==> src/include/x68_ctrl_cfg.svh <==
////////////////////
// X68000 system control configuration
// Default hold lengths and clock divider ratios
////////////////////

`ifndef X68_CTRL_CFG_SVH
`define X68_CTRL_CFG_SVH

// Floppy mount hold, about 16.7 million cycles
`define X68_MOUNT_HOLD 16777215

// Mount count above this reads as ejected
`define X68_MOUNT_EJECT_SPLIT 65535

// Eject request stretch
`define X68_EJECT_HOLD 65535

// Core reset hold after a hard-disk mount
`define X68_HDD_RESET_HOLD 65535

// Activity LED stretch
`define X68_LED_HOLD 4500000

// Sound and FM divide ratios
`define X68_SND_DIV 5
`define X68_FM_DIV 20

`endif

==> src/design/x68_ctrl_pkg.sv <==
////////////////////
// X68000 system control types
// Counter, drive mask and synth info code types
////////////////////

package x68_ctrl_pkg;

	// Shared width of every hold timer
	typedef logic [23:0] hold_count_t;

	// One bit per virtual drive: floppy 0, floppy 1, hard disk, SRAM
	typedef logic [3:0] drive_mask_t;

	// Synth mode and ROM identifier as reported by the MIDI module
	typedef logic [7:0] synth_code_t;

	// On-screen info message index
	typedef enum logic [3:0] {
		INFO_SF0     = 4'd1,
		INFO_SF1     = 4'd2,
		INFO_SF2     = 4'd3,
		INFO_SF3     = 4'd4,
		INFO_SF4     = 4'd5,
		INFO_SF5     = 4'd6,
		INFO_SF6     = 4'd7,
		INFO_SF7     = 4'd8,
		INFO_MT32_V1 = 4'd9,
		INFO_MT32_V2 = 4'd10,
		INFO_CM32L   = 4'd11,
		INFO_UNKNOWN = 4'd12
	} info_code_e;

endpackage

==> src/design/host_event_if.sv <==
////////////////////
// Host event bundle
// Single-cycle edge pulses from the host input side
////////////////////

`timescale 1ns/1ps

interface host_event_if import x68_ctrl_pkg::*; ();

	// First cycle of a download and first cycle after it
	logic        download_start;
	logic        download_end;

	// Falling edge of the menu reset
	logic        reset_release;

	// Rising edge of each image mount strobe
	drive_mask_t mount_rise;

	// Rising edge of the loader acknowledge
	logic        ack_rise;

	modport src (
		output download_start, download_end, reset_release, mount_rise, ack_rise
	);

	modport dst (
		input download_start, download_end, reset_release, mount_rise, ack_rise
	);

endinterface

==> src/design/host_event_sync.sv <==
////////////////////
// Host event edge detector
// Registers host levels and emits one-cycle edge pulses
////////////////////

`timescale 1ns/1ps

module host_event_sync import x68_ctrl_pkg::*; (
	input  logic        clk_sys,
	input  logic        reset_delayed,
	input  logic        ioctl_download,
	input  drive_mask_t img_mounted,
	input  logic        menu_reset,
	input  logic        ldr_ack,
	host_event_if.src   ev
);

	// Previous values of the host levels
	logic        download_d;
	drive_mask_t mounted_d;
	logic        menu_reset_d;
	logic        ack_d;

	always_ff @(posedge clk_sys) begin
		if (reset_delayed) begin
			download_d        <= 1'b0;
			mounted_d         <= '0;
			menu_reset_d      <= 1'b0;
			ack_d             <= 1'b0;
			ev.download_start <= 1'b0;
			ev.download_end   <= 1'b0;
			ev.reset_release  <= 1'b0;
			ev.mount_rise     <= '0;
			ev.ack_rise       <= 1'b0;
		end else begin
			download_d   <= ioctl_download;
			mounted_d    <= img_mounted;
			menu_reset_d <= menu_reset;
			ack_d        <= ldr_ack;

			// Pulses line up one cycle behind the input edge
			ev.download_start <= ioctl_download & ~download_d;
			ev.download_end   <= ~ioctl_download & download_d;
			ev.reset_release  <= ~menu_reset & menu_reset_d;
			ev.mount_rise     <= img_mounted & ~mounted_d;
			ev.ack_rise       <= ldr_ack & ~ack_d;
		end
	end

endmodule

==> src/design/clock_enable_gen.sv <==
////////////////////
// Clock enable generator
// System, CPU, sound and FM enables with turbo CPU mode
////////////////////

`timescale 1ns/1ps
`include "x68_ctrl_cfg.svh"

module clock_enable_gen (
	input  logic       clk_sys,
	input  logic       reset_delayed,
	input  logic       turbo_req,
	input  logic       snd_clock_mode,
	output logic       sys_ce,
	output logic       cpu_ce_p,
	output logic       cpu_ce_n,
	output logic       snd_ce,
	output logic [1:0] opm_ce
);

	localparam int SND_DIV = `X68_SND_DIV;
	localparam int DEC_DIV = 2 * SND_DIV;
	localparam int FM_DIV  = `X68_FM_DIV;
	localparam int SND_W   = $clog2(SND_DIV);
	localparam int DEC_W   = $clog2(DEC_DIV);
	localparam int FM_W    = $clog2(FM_DIV);

	localparam logic [SND_W-1:0] SND_LAST = SND_W'(SND_DIV - 1);
	localparam logic [DEC_W-1:0] DEC_LAST = DEC_W'(DEC_DIV - 1);
	localparam logic [FM_W-1:0]  FM_LAST  = FM_W'(FM_DIV - 1);

	logic [1:0]       sys_div;
	logic [SND_W-1:0] snd_div;
	logic [DEC_W-1:0] dec_div;
	logic [FM_W-1:0]  fm_div;
	logic             turbo;

	always_ff @(posedge clk_sys) begin
		if (reset_delayed) begin
			sys_div  <= '0;
			snd_div  <= '0;
			dec_div  <= '0;
			fm_div   <= '0;
			turbo    <= 1'b0;
			sys_ce   <= 1'b0;
			cpu_ce_p <= 1'b0;
			cpu_ce_n <= 1'b0;
			snd_ce   <= 1'b0;
			opm_ce   <= '0;
		end else begin
			sys_div <= sys_div + 2'd1;
			snd_div <= (snd_div == SND_LAST) ? '0 : snd_div + 1'b1;
			dec_div <= (dec_div == DEC_LAST) ? '0 : dec_div + 1'b1;
			fm_div  <= (fm_div == FM_LAST) ? '0 : fm_div + 1'b1;

			// Turbo only switches on the system boundary
			if (&sys_div)
				turbo <= turbo_req;

			sys_ce   <= &sys_div;
			cpu_ce_p <= turbo ? sys_div[0] : (sys_div == 2'd3);
			cpu_ce_n <= turbo ? ~sys_div[0] : (sys_div == 2'd1);

			snd_ce    <= snd_clock_mode ? (dec_div == DEC_LAST) : (snd_div == SND_LAST);
			opm_ce[0] <= dec_div == DEC_LAST;
			opm_ce[1] <= fm_div == FM_LAST;
		end
	end

endmodule

==> src/design/reset_sequencer.sv <==
////////////////////
// Core reset sequencer
// Joins reset sources and holds reset after a hard-disk mount
////////////////////

`timescale 1ns/1ps
`include "x68_ctrl_cfg.svh"

module reset_sequencer import x68_ctrl_pkg::*; #(
	parameter hold_count_t HOLD = hold_count_t'(`X68_HDD_RESET_HOLD)
) (
	input  logic      clk_sys,
	input  logic      reset_delayed,
	input  logic      button_reset,
	input  logic      menu_reset,
	host_event_if.dst ev,
	output logic      core_rstn
);

	logic        run_flag;
	logic        init_flag;
	hold_count_t hdd_hold;
	logic        reset_reg;

	always_ff @(posedge clk_sys) begin
		if (reset_delayed) begin
			run_flag  <= 1'b0;
			init_flag <= 1'b0;
			hdd_hold  <= '0;
			reset_reg <= 1'b1;
		end else begin
			// Core stays parked until the first download begins
			if (ev.download_start)
				run_flag <= 1'b1;
			if (ev.reset_release)
				init_flag <= 1'b1;

			if (ev.mount_rise[2])
				hdd_hold <= HOLD;
			else if (hdd_hold != '0)
				hdd_hold <= hdd_hold - 1'b1;

			reset_reg <= button_reset | menu_reset | ~init_flag | (hdd_hold != '0);
		end
	end

	assign core_rstn = run_flag & ~reset_reg;

endmodule

==> src/design/disk_mount_timer.sv <==
////////////////////
// Disk mount timer
// Masks fresh floppy mounts as ejected and stretches eject requests
////////////////////

`timescale 1ns/1ps
`include "x68_ctrl_cfg.svh"

module disk_mount_timer import x68_ctrl_pkg::*; #(
	parameter hold_count_t MOUNT_HOLD        = hold_count_t'(`X68_MOUNT_HOLD),
	parameter hold_count_t MOUNT_EJECT_SPLIT = hold_count_t'(`X68_MOUNT_EJECT_SPLIT),
	parameter hold_count_t EJECT_HOLD        = hold_count_t'(`X68_EJECT_HOLD)
) (
	input  logic        clk_sys,
	input  logic        reset_delayed,
	input  logic [1:0]  fdd_eject_req,
	host_event_if.dst   ev,
	output drive_mask_t drive_mounted,
	output logic [1:0]  fdd_ejected
);

	hold_count_t mount_cnt [0:3];
	hold_count_t eject_cnt [0:1];

	always_ff @(posedge clk_sys) begin
		if (reset_delayed) begin
			for (int i = 0; i < 4; i++)
				mount_cnt[i] <= '0;
			for (int i = 0; i < 2; i++)
				eject_cnt[i] <= '0;
		end else begin
			for (int i = 0; i < 4; i++) begin
				if (ev.mount_rise[i])
					mount_cnt[i] <= MOUNT_HOLD;
				else if (mount_cnt[i] != '0)
					mount_cnt[i] <= mount_cnt[i] - 1'b1;
			end

			// Eject count reloads for as long as the request is held
			for (int i = 0; i < 2; i++) begin
				if (fdd_eject_req[i])
					eject_cnt[i] <= EJECT_HOLD;
				else if (eject_cnt[i] != '0)
					eject_cnt[i] <= eject_cnt[i] - 1'b1;
			end
		end
	end

	//////////////////////
	// Drive status flags

	always_comb begin
		for (int i = 0; i < 2; i++) begin
			// Early part of the mount window looks like an empty drive
			fdd_ejected[i]   = (mount_cnt[i] > MOUNT_EJECT_SPLIT) | (eject_cnt[i] != '0);
			drive_mounted[i] = ~fdd_ejected[i] & (mount_cnt[i] != '0);
		end
		drive_mounted[2] = mount_cnt[2] != '0;
		drive_mounted[3] = mount_cnt[3] != '0;
	end

endmodule

==> src/design/loader_bridge.sv <==
////////////////////
// Loader write bridge
// Host download writes to loader strobes, released by ack
////////////////////

`timescale 1ns/1ps

module loader_bridge (
	input  logic      clk_sys,
	input  logic      reset_delayed,
	input  logic      ioctl_download,
	input  logic      ioctl_wr,
	host_event_if.dst ev,
	output logic      ldr_wr,
	output logic      ldr_done,
	output logic      ldr_aen
);

	always_ff @(posedge clk_sys) begin
		if (reset_delayed) begin
			ldr_wr   <= 1'b0;
			ldr_done <= 1'b0;
		end else begin
			// A new write wins over an ack in the same cycle
			if (ev.ack_rise & ldr_wr)
				ldr_wr <= 1'b0;
			if (ioctl_wr & ~ldr_done)
				ldr_wr <= 1'b1;

			// Only the first download goes to the loader
			if (ev.download_end)
				ldr_done <= 1'b1;
		end
	end

	assign ldr_aen = ioctl_download & ~ldr_done;

endmodule

==> src/design/front_panel_status.sv <==
////////////////////
// Front panel status
// Hard-disk activity LED and MIDI synth info code
////////////////////

`timescale 1ns/1ps
`include "x68_ctrl_cfg.svh"

module front_panel_status import x68_ctrl_pkg::*; #(
	parameter hold_count_t LED_HOLD = hold_count_t'(`X68_LED_HOLD)
) (
	input  logic        clk_sys,
	input  logic        reset_delayed,
	input  logic        hdd_ack,
	input  logic        synth_newmode,
	input  logic [1:0]  info_mode,
	input  synth_code_t synth_mode,
	input  synth_code_t synth_rom,
	input  synth_code_t synth_sf,
	output logic        hdd_led,
	output logic        info_req,
	output info_code_e  info_disp
);

	hold_count_t led_cnt;
	logic        newmode_s;
	logic        newmode_d;

	always_ff @(posedge clk_sys) begin
		if (reset_delayed) begin
			led_cnt   <= '0;
			hdd_led   <= 1'b0;
			newmode_s <= 1'b0;
			newmode_d <= 1'b0;
			info_req  <= 1'b0;
		end else begin
			// Every ack restarts the stretch
			if (hdd_ack)
				led_cnt <= LED_HOLD;
			else if (led_cnt != '0)
				led_cnt <= led_cnt - 1'b1;
			hdd_led <= led_cnt != '0;

			newmode_s <= synth_newmode;
			newmode_d <= newmode_s;
			info_req  <= (newmode_s ^ newmode_d) && (info_mode == 2'd1);
		end
	end

	//////////////////////
	// Synth info message

	always_ff @(posedge clk_sys) begin
		if (synth_mode == 8'hA2)
			info_disp <= info_code_e'(4'd1 + {1'b0, synth_sf[2:0]});
		else if (synth_mode == 8'hA1) begin
			case (synth_rom)
				8'd0:    info_disp <= INFO_MT32_V1;
				8'd1:    info_disp <= INFO_MT32_V2;
				8'd2:    info_disp <= INFO_CM32L;
				default: info_disp <= INFO_UNKNOWN;
			endcase
		end else
			info_disp <= INFO_UNKNOWN;
	end

endmodule

==> src/design/x68_ctrl_top.sv <==
////////////////////
// X68000 system control top level
// Clock enables, reset, disk mount, loader and front panel glue
////////////////////

`timescale 1ns/1ps
`include "x68_ctrl_cfg.svh"

module x68_ctrl_top import x68_ctrl_pkg::*; #(
	parameter hold_count_t MOUNT_HOLD        = hold_count_t'(`X68_MOUNT_HOLD),
	parameter hold_count_t MOUNT_EJECT_SPLIT = hold_count_t'(`X68_MOUNT_EJECT_SPLIT),
	parameter hold_count_t EJECT_HOLD        = hold_count_t'(`X68_EJECT_HOLD),
	parameter hold_count_t HDD_RESET_HOLD    = hold_count_t'(`X68_HDD_RESET_HOLD),
	parameter hold_count_t LED_HOLD          = hold_count_t'(`X68_LED_HOLD)
) (
	input  logic        clk_sys,
	input  logic        reset_delayed,
	input  logic        button_reset,
	input  logic        menu_reset,
	input  logic        turbo_req,
	input  logic        snd_clock_mode,
	input  logic        ioctl_download,
	input  logic        ioctl_wr,
	input  logic        ldr_ack,
	input  drive_mask_t img_mounted,
	input  logic [1:0]  fdd_eject_req,
	input  logic        hdd_ack,
	input  logic        synth_newmode,
	input  logic [1:0]  info_mode,
	input  synth_code_t synth_mode,
	input  synth_code_t synth_rom,
	input  synth_code_t synth_sf,

	output logic        sys_ce,
	output logic        cpu_ce_p,
	output logic        cpu_ce_n,
	output logic        snd_ce,
	output logic [1:0]  opm_ce,
	output logic        core_rstn,
	output drive_mask_t drive_mounted,
	output logic [1:0]  fdd_ejected,
	output logic        ldr_wr,
	output logic        ldr_done,
	output logic        ldr_aen,
	output logic        ioctl_wait,
	output logic        hdd_led,
	output logic        info_req,
	output info_code_e  info_disp
);

	host_event_if ev ();

	host_event_sync u_host_event_sync (
		.clk_sys        (clk_sys),
		.reset_delayed  (reset_delayed),
		.ioctl_download (ioctl_download),
		.img_mounted    (img_mounted),
		.menu_reset     (menu_reset),
		.ldr_ack        (ldr_ack),
		.ev             (ev.src)
	);

	clock_enable_gen u_clock_enable_gen (
		.clk_sys        (clk_sys),
		.reset_delayed  (reset_delayed),
		.turbo_req      (turbo_req),
		.snd_clock_mode (snd_clock_mode),
		.sys_ce         (sys_ce),
		.cpu_ce_p       (cpu_ce_p),
		.cpu_ce_n       (cpu_ce_n),
		.snd_ce         (snd_ce),
		.opm_ce         (opm_ce)
	);

	reset_sequencer #(
		.HOLD (HDD_RESET_HOLD)
	) u_reset_sequencer (
		.clk_sys       (clk_sys),
		.reset_delayed (reset_delayed),
		.button_reset  (button_reset),
		.menu_reset    (menu_reset),
		.ev            (ev.dst),
		.core_rstn     (core_rstn)
	);

	disk_mount_timer #(
		.MOUNT_HOLD        (MOUNT_HOLD),
		.MOUNT_EJECT_SPLIT (MOUNT_EJECT_SPLIT),
		.EJECT_HOLD        (EJECT_HOLD)
	) u_disk_mount_timer (
		.clk_sys       (clk_sys),
		.reset_delayed (reset_delayed),
		.fdd_eject_req (fdd_eject_req),
		.ev            (ev.dst),
		.drive_mounted (drive_mounted),
		.fdd_ejected   (fdd_ejected)
	);

	loader_bridge u_loader_bridge (
		.clk_sys        (clk_sys),
		.reset_delayed  (reset_delayed),
		.ioctl_download (ioctl_download),
		.ioctl_wr       (ioctl_wr),
		.ev             (ev.dst),
		.ldr_wr         (ldr_wr),
		.ldr_done       (ldr_done),
		.ldr_aen        (ldr_aen)
	);

	// Host waits while a loader write is outstanding
	assign ioctl_wait = ldr_wr;

	front_panel_status #(
		.LED_HOLD (LED_HOLD)
	) u_front_panel_status (
		.clk_sys       (clk_sys),
		.reset_delayed (reset_delayed),
		.hdd_ack       (hdd_ack),
		.synth_newmode (synth_newmode),
		.info_mode     (info_mode),
		.synth_mode    (synth_mode),
		.synth_rom     (synth_rom),
		.synth_sf      (synth_sf),
		.hdd_led       (hdd_led),
		.info_req      (info_req),
		.info_disp     (info_disp)
	);

endmodule

==> config.mk <==
export PLATFORM = sky130hd
export DESIGN_NAME = x68_ctrl_top
export DESIGN_NICKNAME = d
export VERILOG_FILES = /design/src/design/x68_ctrl_pkg.sv /design/src/design/host_event_if.sv /design/src/design/host_event_sync.sv /design/src/design/clock_enable_gen.sv /design/src/design/reset_sequencer.sv /design/src/design/disk_mount_timer.sv /design/src/design/loader_bridge.sv /design/src/design/front_panel_status.sv /design/src/design/x68_ctrl_top.sv
export VERILOG_INCLUDE_DIRS = /design/src /design/src/include
export SDC_FILE = /design/constraint.sdc
export NUM_CORES = 1
export LEC_CHECK = 0
export ABC_AREA = 1
export ABC_CLOCK_PERIOD_IN_PS = 2300
export BUFFER_PORTS_ARGS = -buffer_cell sky130_fd_sc_hd__buf_2
export CORE_MARGIN = 3
export CORE_UTILIZATION = 55
export DETAILED_ROUTE_END_ITERATION = 12
export MAX_ROUTING_LAYER = met4
export PLACE_DENSITY = 0.82
export SLEW_MARGIN = 20
export SYNTH_ARGS = -nofsm -noshare
export SYNTH_HDL_FRONTEND = slang
export SYNTH_SLANG_ARGS = --single-unit
==> constraint.sdc <==
create_clock -name clk_sys -period 2.3 [get_ports clk_sys]
set_input_delay 0 -clock clk_sys [delete_from_list [all_inputs] [get_ports clk_sys]]
set_output_delay 0 -clock clk_sys [all_outputs]
set_load 0.02 [all_outputs]
==> metrics.cfg, run 1 <==
[routing]
dr.pass1.iters=8
ant_nets=0
vias=11900
drt_iter0_markers=872
wl_per_cell_microns=13.3
routed_via_density=5.24
wirelength_microns=30100
drc=0

[clock_tree]
cts_buffers=28
numClockSinks=241
cts-root-buf=clkbuf_16
cts_buffer_depth=3
clk_pin_slew_ns=0.06
cts_tree=done
worstSkewPairLatency_ns=0.56
htree_num_levels=1
postCtsSetupBuffers=0

[synth]
netlist_area_sq_mm=0.0138
yosys_warnings=0
synth_seq_cells=241
yosysUniqueCellTypes=50
syn_inst=1819
seq_area_frac_synth_pct=45.3
synth_area_per_cell_sq_um=7.61
syn_nets=1885
synth_edf_count=144
synth_top_flop_cell=edfxtp_1
synthArstFlopShare_pct=0

[setup_path]
crit_start=u_disk_mount_timer.eject_cnt[0][16]
path_class=flop to output pin
worstSetupStartpointType=flop
worst_path_max_delay_cell=edfxtp_1
cp.arrival_ns=2.19
cp_slowest_stage_delay_ns=0.47
crit_fanout=5
required_ns=2.30
r2r-start=u_reset_sequencer.hdd_hold[0]
critical_path.endpoint_type=output pin
path_cells=nor2_1 -> nand2_1 -> nor2_1 -> nand3_1 -> nor2_1 -> buf_2
path_common_cell=nor2_1

[finish]
n_fill_cell=2124
drive_gt1_share_pct=11.1
final_nets=1992
largest_reg_flops=96
num_antenna_cells=0
regMostFlops=u_disk_mount_timer.mount_cnt
reg.largest.list=u_disk_mount_timer.mount_cnt x96, u_disk_mount_timer.eject_cnt x48
area_delta_synth_final_pct=14.1

[timing]
fin_crit_ns=2.19
max_freq_mhz=457
drv_slew=0
rsz0062_at_grt=no
setup_viol=0
timing.hold.ws_ns=0.162
fin_skew_ns=0.0236
tightest_slew_ns=0.598
final.setup.worst_slack_ns=0.114
hold_violations=0
fin_tns_setup_ns=0
max-slew-margin-rel_pct=60.0
period_share_pct=95.1

[floorplanning]
rows=57
io_pins=66
initial_core_util_pct=56.4
die_w_microns=165
die-area_sq_mm=0.0271
core-area_sq_mm=0.0245
chipHeight_microns=165

[placed_design]
io_buffers=60
post-dp-hpwl_microns=21200
gp_routability_congestion=0.926
place_ws_ns=0.170

[grt]
antenna_found_initial=0
grt_pass1_wl_microns=51100
grt.overflow.total=0
grt_pass1_vias=11500
grtUsageTotal_pct=23.0
grt_start_max_net_pins=48

[power_and_ir_drop]
power_density_mw_per_mm2=776
ir_drop_mv=0.628
leakagePower_uw=0.00692

[min_path]
holdCritStartpoint=snd_clock_mode
min_path_type=input port to flop

[run]
max_cap_violations=0

[status]
outcome=finished, final reports clean

-- cell families after synthesis --
kind of cell               share of synthesized area (%)
and+or+nand+nor                                     33.9
DFF                                                 45.3
buffers and inverters                               6.54
AOI/OAI and AO/OA                                   5.89
xor gates and xnor gates                            6.33
adders and majority gates                           2.08
-- report_power, final --
group,internal [uW],switching (uW)
sequential,4980,339
combinational,795,1410
clock,2840,1880
total,8620,3630
-- per-layer routing --
metal | global-route usage [%] | share of wire [%] | up-vias
met1 | 28.9 | 45 | 5470
met5 | - | 0 | -
li1 | - | - | 6076
met2 | 39.9 | 49 | 322
met3 | 2.48 | 5.0 | 45
met4 | 5.49 | 2.0 | 0
-- cell usage in the layout (no fill, tap or decap), types with 7 or more instances in the layout --
cell	count
a21oi_1	61
a21oi_2	10
buf_2	60
buf_4	20
clkbuf_16	30
dfxtp_1	97
dlygate4sd3_1	30
edfxtp_1	144
ha_1	23
inv_1	167
nand2_1	390
nand3_1	101
nand3b_1	7
nand4_1	33
nor2_1	475
nor2_2	38
nor3_1	24
o21ai_0	49
xnor2_1	46
xor2_1	54
-- worst paths after layout --
kind	endpoint	slack [ns]	cells after the start
setup / recovery	drive_mounted[0]	0.11	6
hold / removal	u_clock_enable_gen.snd_ce	0.16	3
setup reg to reg	u_reset_sequencer.reset_reg	0.16	7
hold reg to reg	u_host_event_sync.ev.mount_rise[0]	0.39	1
-- cell usage after synthesis (all sizes together) (5+ instances only) --
library cell	count	share of area, %
nor2	519	15
nand3b	7	0.38
nand2	399	11
nand3	107	4.1
clkbuf	9	0.24
ha	23	2.1
nor3	24	0.87
xor2	54	3.4
dfxtp	97	14
or2	5	0.23
buf	24	1.5
nand4	35	1.7
inv	174	4.7
edfxtp	144	31
o21ai	55	2.1
xnor2	46	2.9
a21oi	71	2.8
-- cell type report --
class	instances	area (sq um)	share of cell area, %
Inverter	176	663	4.20
Sequential cell	241	6270	39.7
Timing Repair Buffer	110	751	4.76
Clock buffer	33	792	5.02
Clock inverter	19	228	1.44
Multi-Input combinational cell	1369	6680	42.3
Tap cell	324	405	2.57
-- worst max-delay path: cells and delay by family, from the launching register on --
family        cells  cell delay, ns
buf+inv           1            0.21
flops             1            0.47
simple gates      5            0.96
-- timing repair --
item / CTS / global route
gates resized for setup: 0 / 5
setup endpoints to repair: 0 / 5
endpoints found under the hold margin: 40 / 0
hold buffers: 30 / 0
-- stage by stage --
stage                     utilization [%]  power (uW)  instances  instance area, sq um
after global placement               58.9        7460       2190                 14400
after global routing                 64.3       12900       2272                 15800
final                                64.3       12200       2272                 15800
after floorplan                         -        7050       1819                 13800
after CTS                            64.3       12300       2272                 15800
after detailed placement             58.9        7540       2190                 14400
Power figures use the tool's default switching activity.
==> inputs of run 2 (changes only) <==
--- a/config.mk
+++ b/config.mk
@@ -9,7 +9,7 @@
 export ABC_AREA = 1
 export ABC_CLOCK_PERIOD_IN_PS = 2300
 export BUFFER_PORTS_ARGS = -buffer_cell sky130_fd_sc_hd__buf_2
-export CORE_MARGIN = 3
+export CORE_MARGIN = 2
 export CORE_UTILIZATION = 55
 export DETAILED_ROUTE_END_ITERATION = 12
 export MAX_ROUTING_LAYER = met4
==> run 2 against run 1 <==
Net effect: via count is 1.0% lower; sequential power hardly changed; largest cell class unchanged; clock-buffer cell count is 4 higher; sequential cell count stayed put; setup slack worse by 0.0030 ns.
==> metrics.cfg, run 2 (same netlist as run 1, synthesis figures left out) <==
[routing]
routed_via_density=5.18  ; -1.2%
dr.pass1.iters=7  ; -1
ant_nets=0  ; unchanged
wirelength_microns=29800  ; -1.2%
drc=0  ; unchanged
wl_per_cell_microns=13.1  ; -1.4%
vias=11800  ; -1.0%
drt_iter0_markers=904  ; +3.7%

[timing]
timing.hold.ws_ns=0.121  ; -0.0404 ns
fin_crit_ns=2.19  ; +0.00296 ns
hold_violations=0  ; unchanged
tightest_slew_ns=0.688  ; +0.0892 ns
setup_viol=0  ; unchanged
fin_tns_setup_ns=0  ; unchanged
max_freq_mhz=457  ; -0.14%
max-slew-margin-rel_pct=54.0  ; -6.0 points
period_share_pct=95.2  ; +0.13 points
rsz0062_at_grt=no
fin_skew_ns=0.0241  ; +0.000475 ns
drv_slew=0  ; unchanged

[setup_path]
worst_path_max_delay_cell=edfxtp_1
cp.arrival_ns=2.19  ; about the same
crit_fanout=6  ; +1
path_class=flop to output pin
critical_path.endpoint_type=output pin
reg2reg_slack_ns=0.17  ; about the same
worstSetupStartpointType=flop
path_cells=inv_1 -> ha_1 -> nor3b_1 -> nand2_2 -> nor2_8 -> nor2_1 -> buf_2
required_ns=2.30  ; about the same
cp_slowest_stage_delay_ns=0.42  ; -0.05 ns

[grt]
grt.busiest_layer=met2
grt_pass1_vias=11200  ; -2.3%
grt_util_met2_pct=40.0  ; +0.087 points
antenna_found_initial=0  ; unchanged
grt_use_met3_pct=2.50  ; +0.012 points
grtUsageTotal_pct=23.4  ; +0.40 points
grt_pass1_wl_microns=50700  ; -0.80%
use_met1_pct=29.9  ; +0.99 points
grt.overflow.total=0  ; unchanged
grt_start_max_net_pins=46  ; -4.2%

[floorplanning]
die-area_sq_mm=0.0264  ; -2.4%
io_pins=66  ; unchanged
die_w_microns=163  ; -1.2%
rows=58  ; +1.8%
core-area_sq_mm=0.0250  ; +1.8%
initial_core_util_pct=55.4  ; -0.97 points
chipHeight_microns=163  ; -1.2%

[clock_tree]
clk_pin_slew_ns=0.06  ; about the same
htree_num_levels=1  ; unchanged
numClockSinks=241  ; unchanged
cts-root-buf=clkbuf_16
worstSkewPairLatency_ns=0.55  ; about the same
cts_tree=done
cts_buffer_depth=3  ; unchanged
cts_buffers=27  ; -3.6%
postCtsSetupBuffers=0  ; unchanged

[finish]
final_common_cell=nor2_1
n_fill_cell=2129  ; +0.24%
num_antenna_cells=0  ; unchanged
regMostFlops=u_disk_mount_timer.mount_cnt
largest_reg_flops=96  ; unchanged
drive_gt1_share_pct=10.7  ; -0.45 points
reg.largest.list=u_disk_mount_timer.mount_cnt x96, u_disk_mount_timer.eject_cnt x48
area_delta_synth_final_pct=13.6
mostFrequentLayoutCells=nor2_1 (476), nand2_1 (390), inv_1 (167), edfxtp_1 (144), nand3_1 (101)
final_area_sq_mm=0.0157  ; -0.40%
final_nets=1991  ; -0.050%

[power_and_ir_drop]
ir_drop_mv=0.838  ; +34%
power_density_mw_per_mm2=767  ; -1.2%
leakagePower_uw=0.00689  ; -0.50%

[placed_design]
io_buffers=60  ; unchanged
postPlaceCellArea_sq_mm=0.0144  ; unchanged
gp_routability_congestion=0.908  ; -1.9%
post-dp-hpwl_microns=20500  ; -3.1%

[run]
max_cap_violations=0  ; unchanged

[status]
outcome=finished, final reports clean

[min_path]
min_path_type=input port to flop

-- run 2: timing repair --
| action | in CTS | in global routing |
|---|---|---|
| resized for setup | 0 | 3 |
| hold buffers | 31 | 0 |
| hold endpoints to repair | 38 | 0 |
| setup endpoints to repair | 0 | 2 |
-- run 2: worst paths after layout --
check | depth (start not counted) | to | startpoint
min reg2reg | 1 | u_host_event_sync.ev.mount_rise[2] | u_host_event_sync.mounted_d[2]
max reg2reg | 7 | u_reset_sequencer.reset_reg | u_reset_sequencer.hdd_hold[0]
min | 4 | u_disk_mount_timer.eject_cnt[1][16] | fdd_eject_req[1]
max | 7 | drive_mounted[0] | u_disk_mount_timer.mount_cnt[0][0]
-- run 2: critical path: cells and delay by family (launching register included) --
kind	cells	cell delay, ns
buf+inv	2	0.35
simple gates	4	0.69
flops	1	0.42
fa+ha+maj	1	0.18
-- run 2: metal layers --
layer | vias up | wire [microns]
li1 | 6069 | -
met1 | 5406 | 13400
met2 | 271 | 14500
met3 | 46 | 1210
met4 | 0 | 620
met5 | - | 0
-- run 2: cell type report --
class,instances,area [sq um],share of cell area (%)
Clock buffer,37,786,5.00
Sequential cell,241,6270,39.9
Multi-Input combinational cell,1369,6670,42.4
Timing Repair Buffer,110,753,4.79
Clock inverter,13,170,1.08
Inverter,176,663,4.22
Tap cell,330,413,2.63
-- run 2: stage by stage --
| stage | setup slack, ns | power [uW] | utilization (%) | cells |
|---|---|---|---|---|
| 5_1_grt | 0.0130 | 12700 | 63.0 | 2276 |
| 4_1_cts | 0.113 | 12100 | 63.0 | 2276 |
| 2_1_floorplan | 0.0467 | 7050 | - | 1819 |
| 3_3_place_gp | 0.363 | 7450 | 57.9 | 2195 |
| 3_5_place_dp | 0.289 | 7520 | 57.9 | 2195 |
| 6_report | 0.111 | 12100 | 63.0 | 2276 |
-- run 2: report_power, final --
group	internal, uW	switching (uW)
logic	790	1390
clock network	2750	1790
registers	4980	341
==> inputs of run 3 (changes only) <==
--- a/config.mk
+++ b/config.mk
@@ -10,10 +10,10 @@
 export ABC_CLOCK_PERIOD_IN_PS = 2300
 export BUFFER_PORTS_ARGS = -buffer_cell sky130_fd_sc_hd__buf_2
 export CORE_MARGIN = 2
-export CORE_UTILIZATION = 55
+export CORE_UTILIZATION = 56
 export DETAILED_ROUTE_END_ITERATION = 12
 export MAX_ROUTING_LAYER = met4
-export PLACE_DENSITY = 0.82
+export PLACE_DENSITY = 0.84
 export SLEW_MARGIN = 20
 export SYNTH_ARGS = -nofsm -noshare
 export SYNTH_HDL_FRONTEND = slang
==> run 3 against run 2 <==
Net effect: power decreased by 1.7%; worst hold slack got worse by 0.0059 ns; largest cell class unchanged; combinational power about the same; cell count decreased by 0.22%; critical path depth decreased by 1; design area decreased by 0.14%; die area decreased by 1.7%; core utilization increased by 1.6 points; non-clock buffer count increased by 3; fmax decreased by 2.4%.
==> metrics.cfg, run 3 (same netlist as run 1, synthesis figures left out) <==
[timing]
fin_skew_ns=0.0150  ; -0.00910 ns
setup_viol=0  ; unchanged
fin_crit_ns=2.24  ; +0.0548 ns
period_share_pct=97.6  ; +2.4 points
drv_slew=0  ; unchanged
max_freq_mhz=446  ; -2.4%
tightest_slew_ns=0.703  ; +0.0155 ns
timing.hold.ws_ns=0.115  ; -0.00589 ns
fin_tns_setup_ns=0  ; unchanged
hold_violations=0  ; unchanged
max-slew-margin-rel_pct=53.0  ; -1.0 points
rsz0062_at_grt=no

[floorplanning]
die_w_microns=161  ; -0.88%
io_pins=66  ; unchanged
core-area_sq_mm=0.0243  ; -2.6%
rows=57  ; -1.7%
initial_core_util_pct=56.9  ; +1.5 points
die-area_sq_mm=0.0260  ; -1.7%
chipHeight_microns=161  ; -0.88%

[routing]
wirelength_microns=29900  ; +0.58%
drc=0  ; unchanged
vias=12000  ; +1.7%
wl_per_cell_microns=13.2  ; +0.80%
ant_nets=0  ; unchanged
drt_iter0_markers=973  ; +7.6%
dr.pass1.iters=6  ; -1
routed_via_density=5.28  ; +1.9%

[setup_path]
required_ns=2.30  ; about the same
path_cells=nor3_1 -> nand2_1 -> nor2_4 -> nand3_1 -> nor2_1 -> buf_2
worstSetupStartpointType=flop
critical_path.endpoint_type=output pin
cp_num_buf_inv=1  ; -1
crit_fanout=4  ; -2
cp_slowest_stage_delay_ns=0.44  ; +0.02 ns
cp.arrival_ns=2.24  ; +0.05 ns
path_class=flop to output pin
critPathTopFamily=simple AND/OR/NAND/NOR gates
worst_path_max_delay_cell=edfxtp_1

[power_and_ir_drop]
p_total_uw=11800  ; -1.7%
ir_drop_mv=0.628  ; -25%
power_density_mw_per_mm2=755  ; -1.6%
leakagePower_uw=0.00687  ; -0.24%

[clock_tree]
numClockSinks=241  ; unchanged
cts_buffers=26  ; -3.7%
cts_buffer_depth=3  ; unchanged
htree_num_levels=1  ; unchanged
cts_tree=done
worstSkewPairLatency_ns=0.55  ; about the same
postCtsSetupBuffers=0  ; unchanged
cts-root-buf=clkbuf_16
clk_pin_slew_ns=0.06  ; about the same

[finish]
final_nets=1993  ; +0.10%
drive_gt1_share_pct=10.6  ; -0.11 points
reg.largest.list=u_disk_mount_timer.mount_cnt x96, u_disk_mount_timer.eject_cnt x48
num_antenna_cells=0  ; unchanged
largest_reg_flops=96  ; unchanged
utilization_pct=64.6  ; +1.6 points
final_common_cell=nor2_1
area_delta_synth_final_pct=13.5
stdcell_count=2271  ; -0.22%
mostFrequentLayoutCells=nor2_1 (475), nand2_1 (390), inv_1 (169), edfxtp_1 (144), nand3_1 (101)
regMostFlops=u_disk_mount_timer.mount_cnt

[placed_design]
io_buffers=60  ; unchanged
dp.cells=2190  ; -0.23%
post-dp-hpwl_microns=21000  ; +2.4%
gp_routability_congestion=0.955  ; +5.2%

[grt]
grt.busiest_layer=met2
grt_pass1_wl_microns=51500  ; +1.6%
grt_pass1_vias=11600  ; +3.8%
grt_start_max_net_pins=48  ; +4.3%
antenna_found_initial=0  ; unchanged
grtUsageTotal_pct=23.9  ; +0.54 points
use_met1_pct=29.3  ; -0.60 points
grt_util_met2_pct=41.7  ; +1.7 points
grt.overflow.total=0  ; unchanged
grt_use_met3_pct=2.88  ; +0.38 points

[status]
outcome=finished, final reports clean

[min_path]
min_path_type=input port to flop

[run]
max_cap_violations=0  ; unchanged

[run 3: cell count changes in the layout (fill, tap and decap cells not counted), sizes merged]
cell and change:
bufinv -1, clkbuf +3, inv -2, buf +1, clkinv -2, dlygate4sd3 +2
[run 3: final cells by class]
cell class	count	area (sq um)
Fill cell	2043	8620
Timing Repair Buffer	113	781
Sequential cell	241	6270
Tap cell	324	405
Multi-Input combinational cell	1369	6680
Clock inverter	8	120
Inverter	176	663
Clock buffer	40	785
[run 3: metal layers]
layer	routed length [microns]	up-vias
met5	0	-
met4	706	0
met3	1330	61
met2	14600	295
met1	13300	5569
li1	-	6066
[run 3: worst reg2reg max path: cells and delay by family, from the launching register on]
| kind | cells | cell delay [ns] |
|---|---|---|
| simple gates | 4 | 0.75 |
| buf+inv | 2 | 0.74 |
| flops | 1 | 0.33 |
| fa+ha+maj | 1 | 0.22 |
[run 3: power by group]
| group | leakage (uW) | switching (uW) | internal [uW] |
|---|---|---|---|
| logic | 0.00403 | 1410 | 793 |
| clock network | 0.000436 | 1730 | 2590 |
| registers | 0.00241 | 344 | 4980 |
| total | 0.00687 | 3490 | 8360 |
[run 3: path summary, 6_finish.rpt]
path | start | end | slack [ns] | cells after the start
worst max register to register | u_reset_sequencer.hdd_hold[0] | u_reset_sequencer.reset_reg | 0.14 | 7
worst min register to register | u_host_event_sync.mounted_d[0] | u_host_event_sync.ev.mount_rise[0] | 0.39 | 1
worst min-delay path | fdd_eject_req[1] | u_disk_mount_timer.eject_cnt[1][17] | 0.12 | 4
worst max-delay path | u_disk_mount_timer.eject_cnt[0][21] | drive_mounted[0] | 0.06 | 6
[run 3: per-stage QoR]
stage | area [sq um] | worst slack, ns
finish | 15700 | 0.0561
global route | 15700 | 0.0159
CTS | 15700 | 0.114
detailed placement | 14400 | 0.293
global placement | 14400 | 0.363
floorplan | 13800 | 0.0467
[run 3: timing repair]
action	in CTS	in global routing
resized for setup	0	3
hold buffers	33	0
endpoints found under the setup margin	0	2
endpoints found under the hold margin	38	0
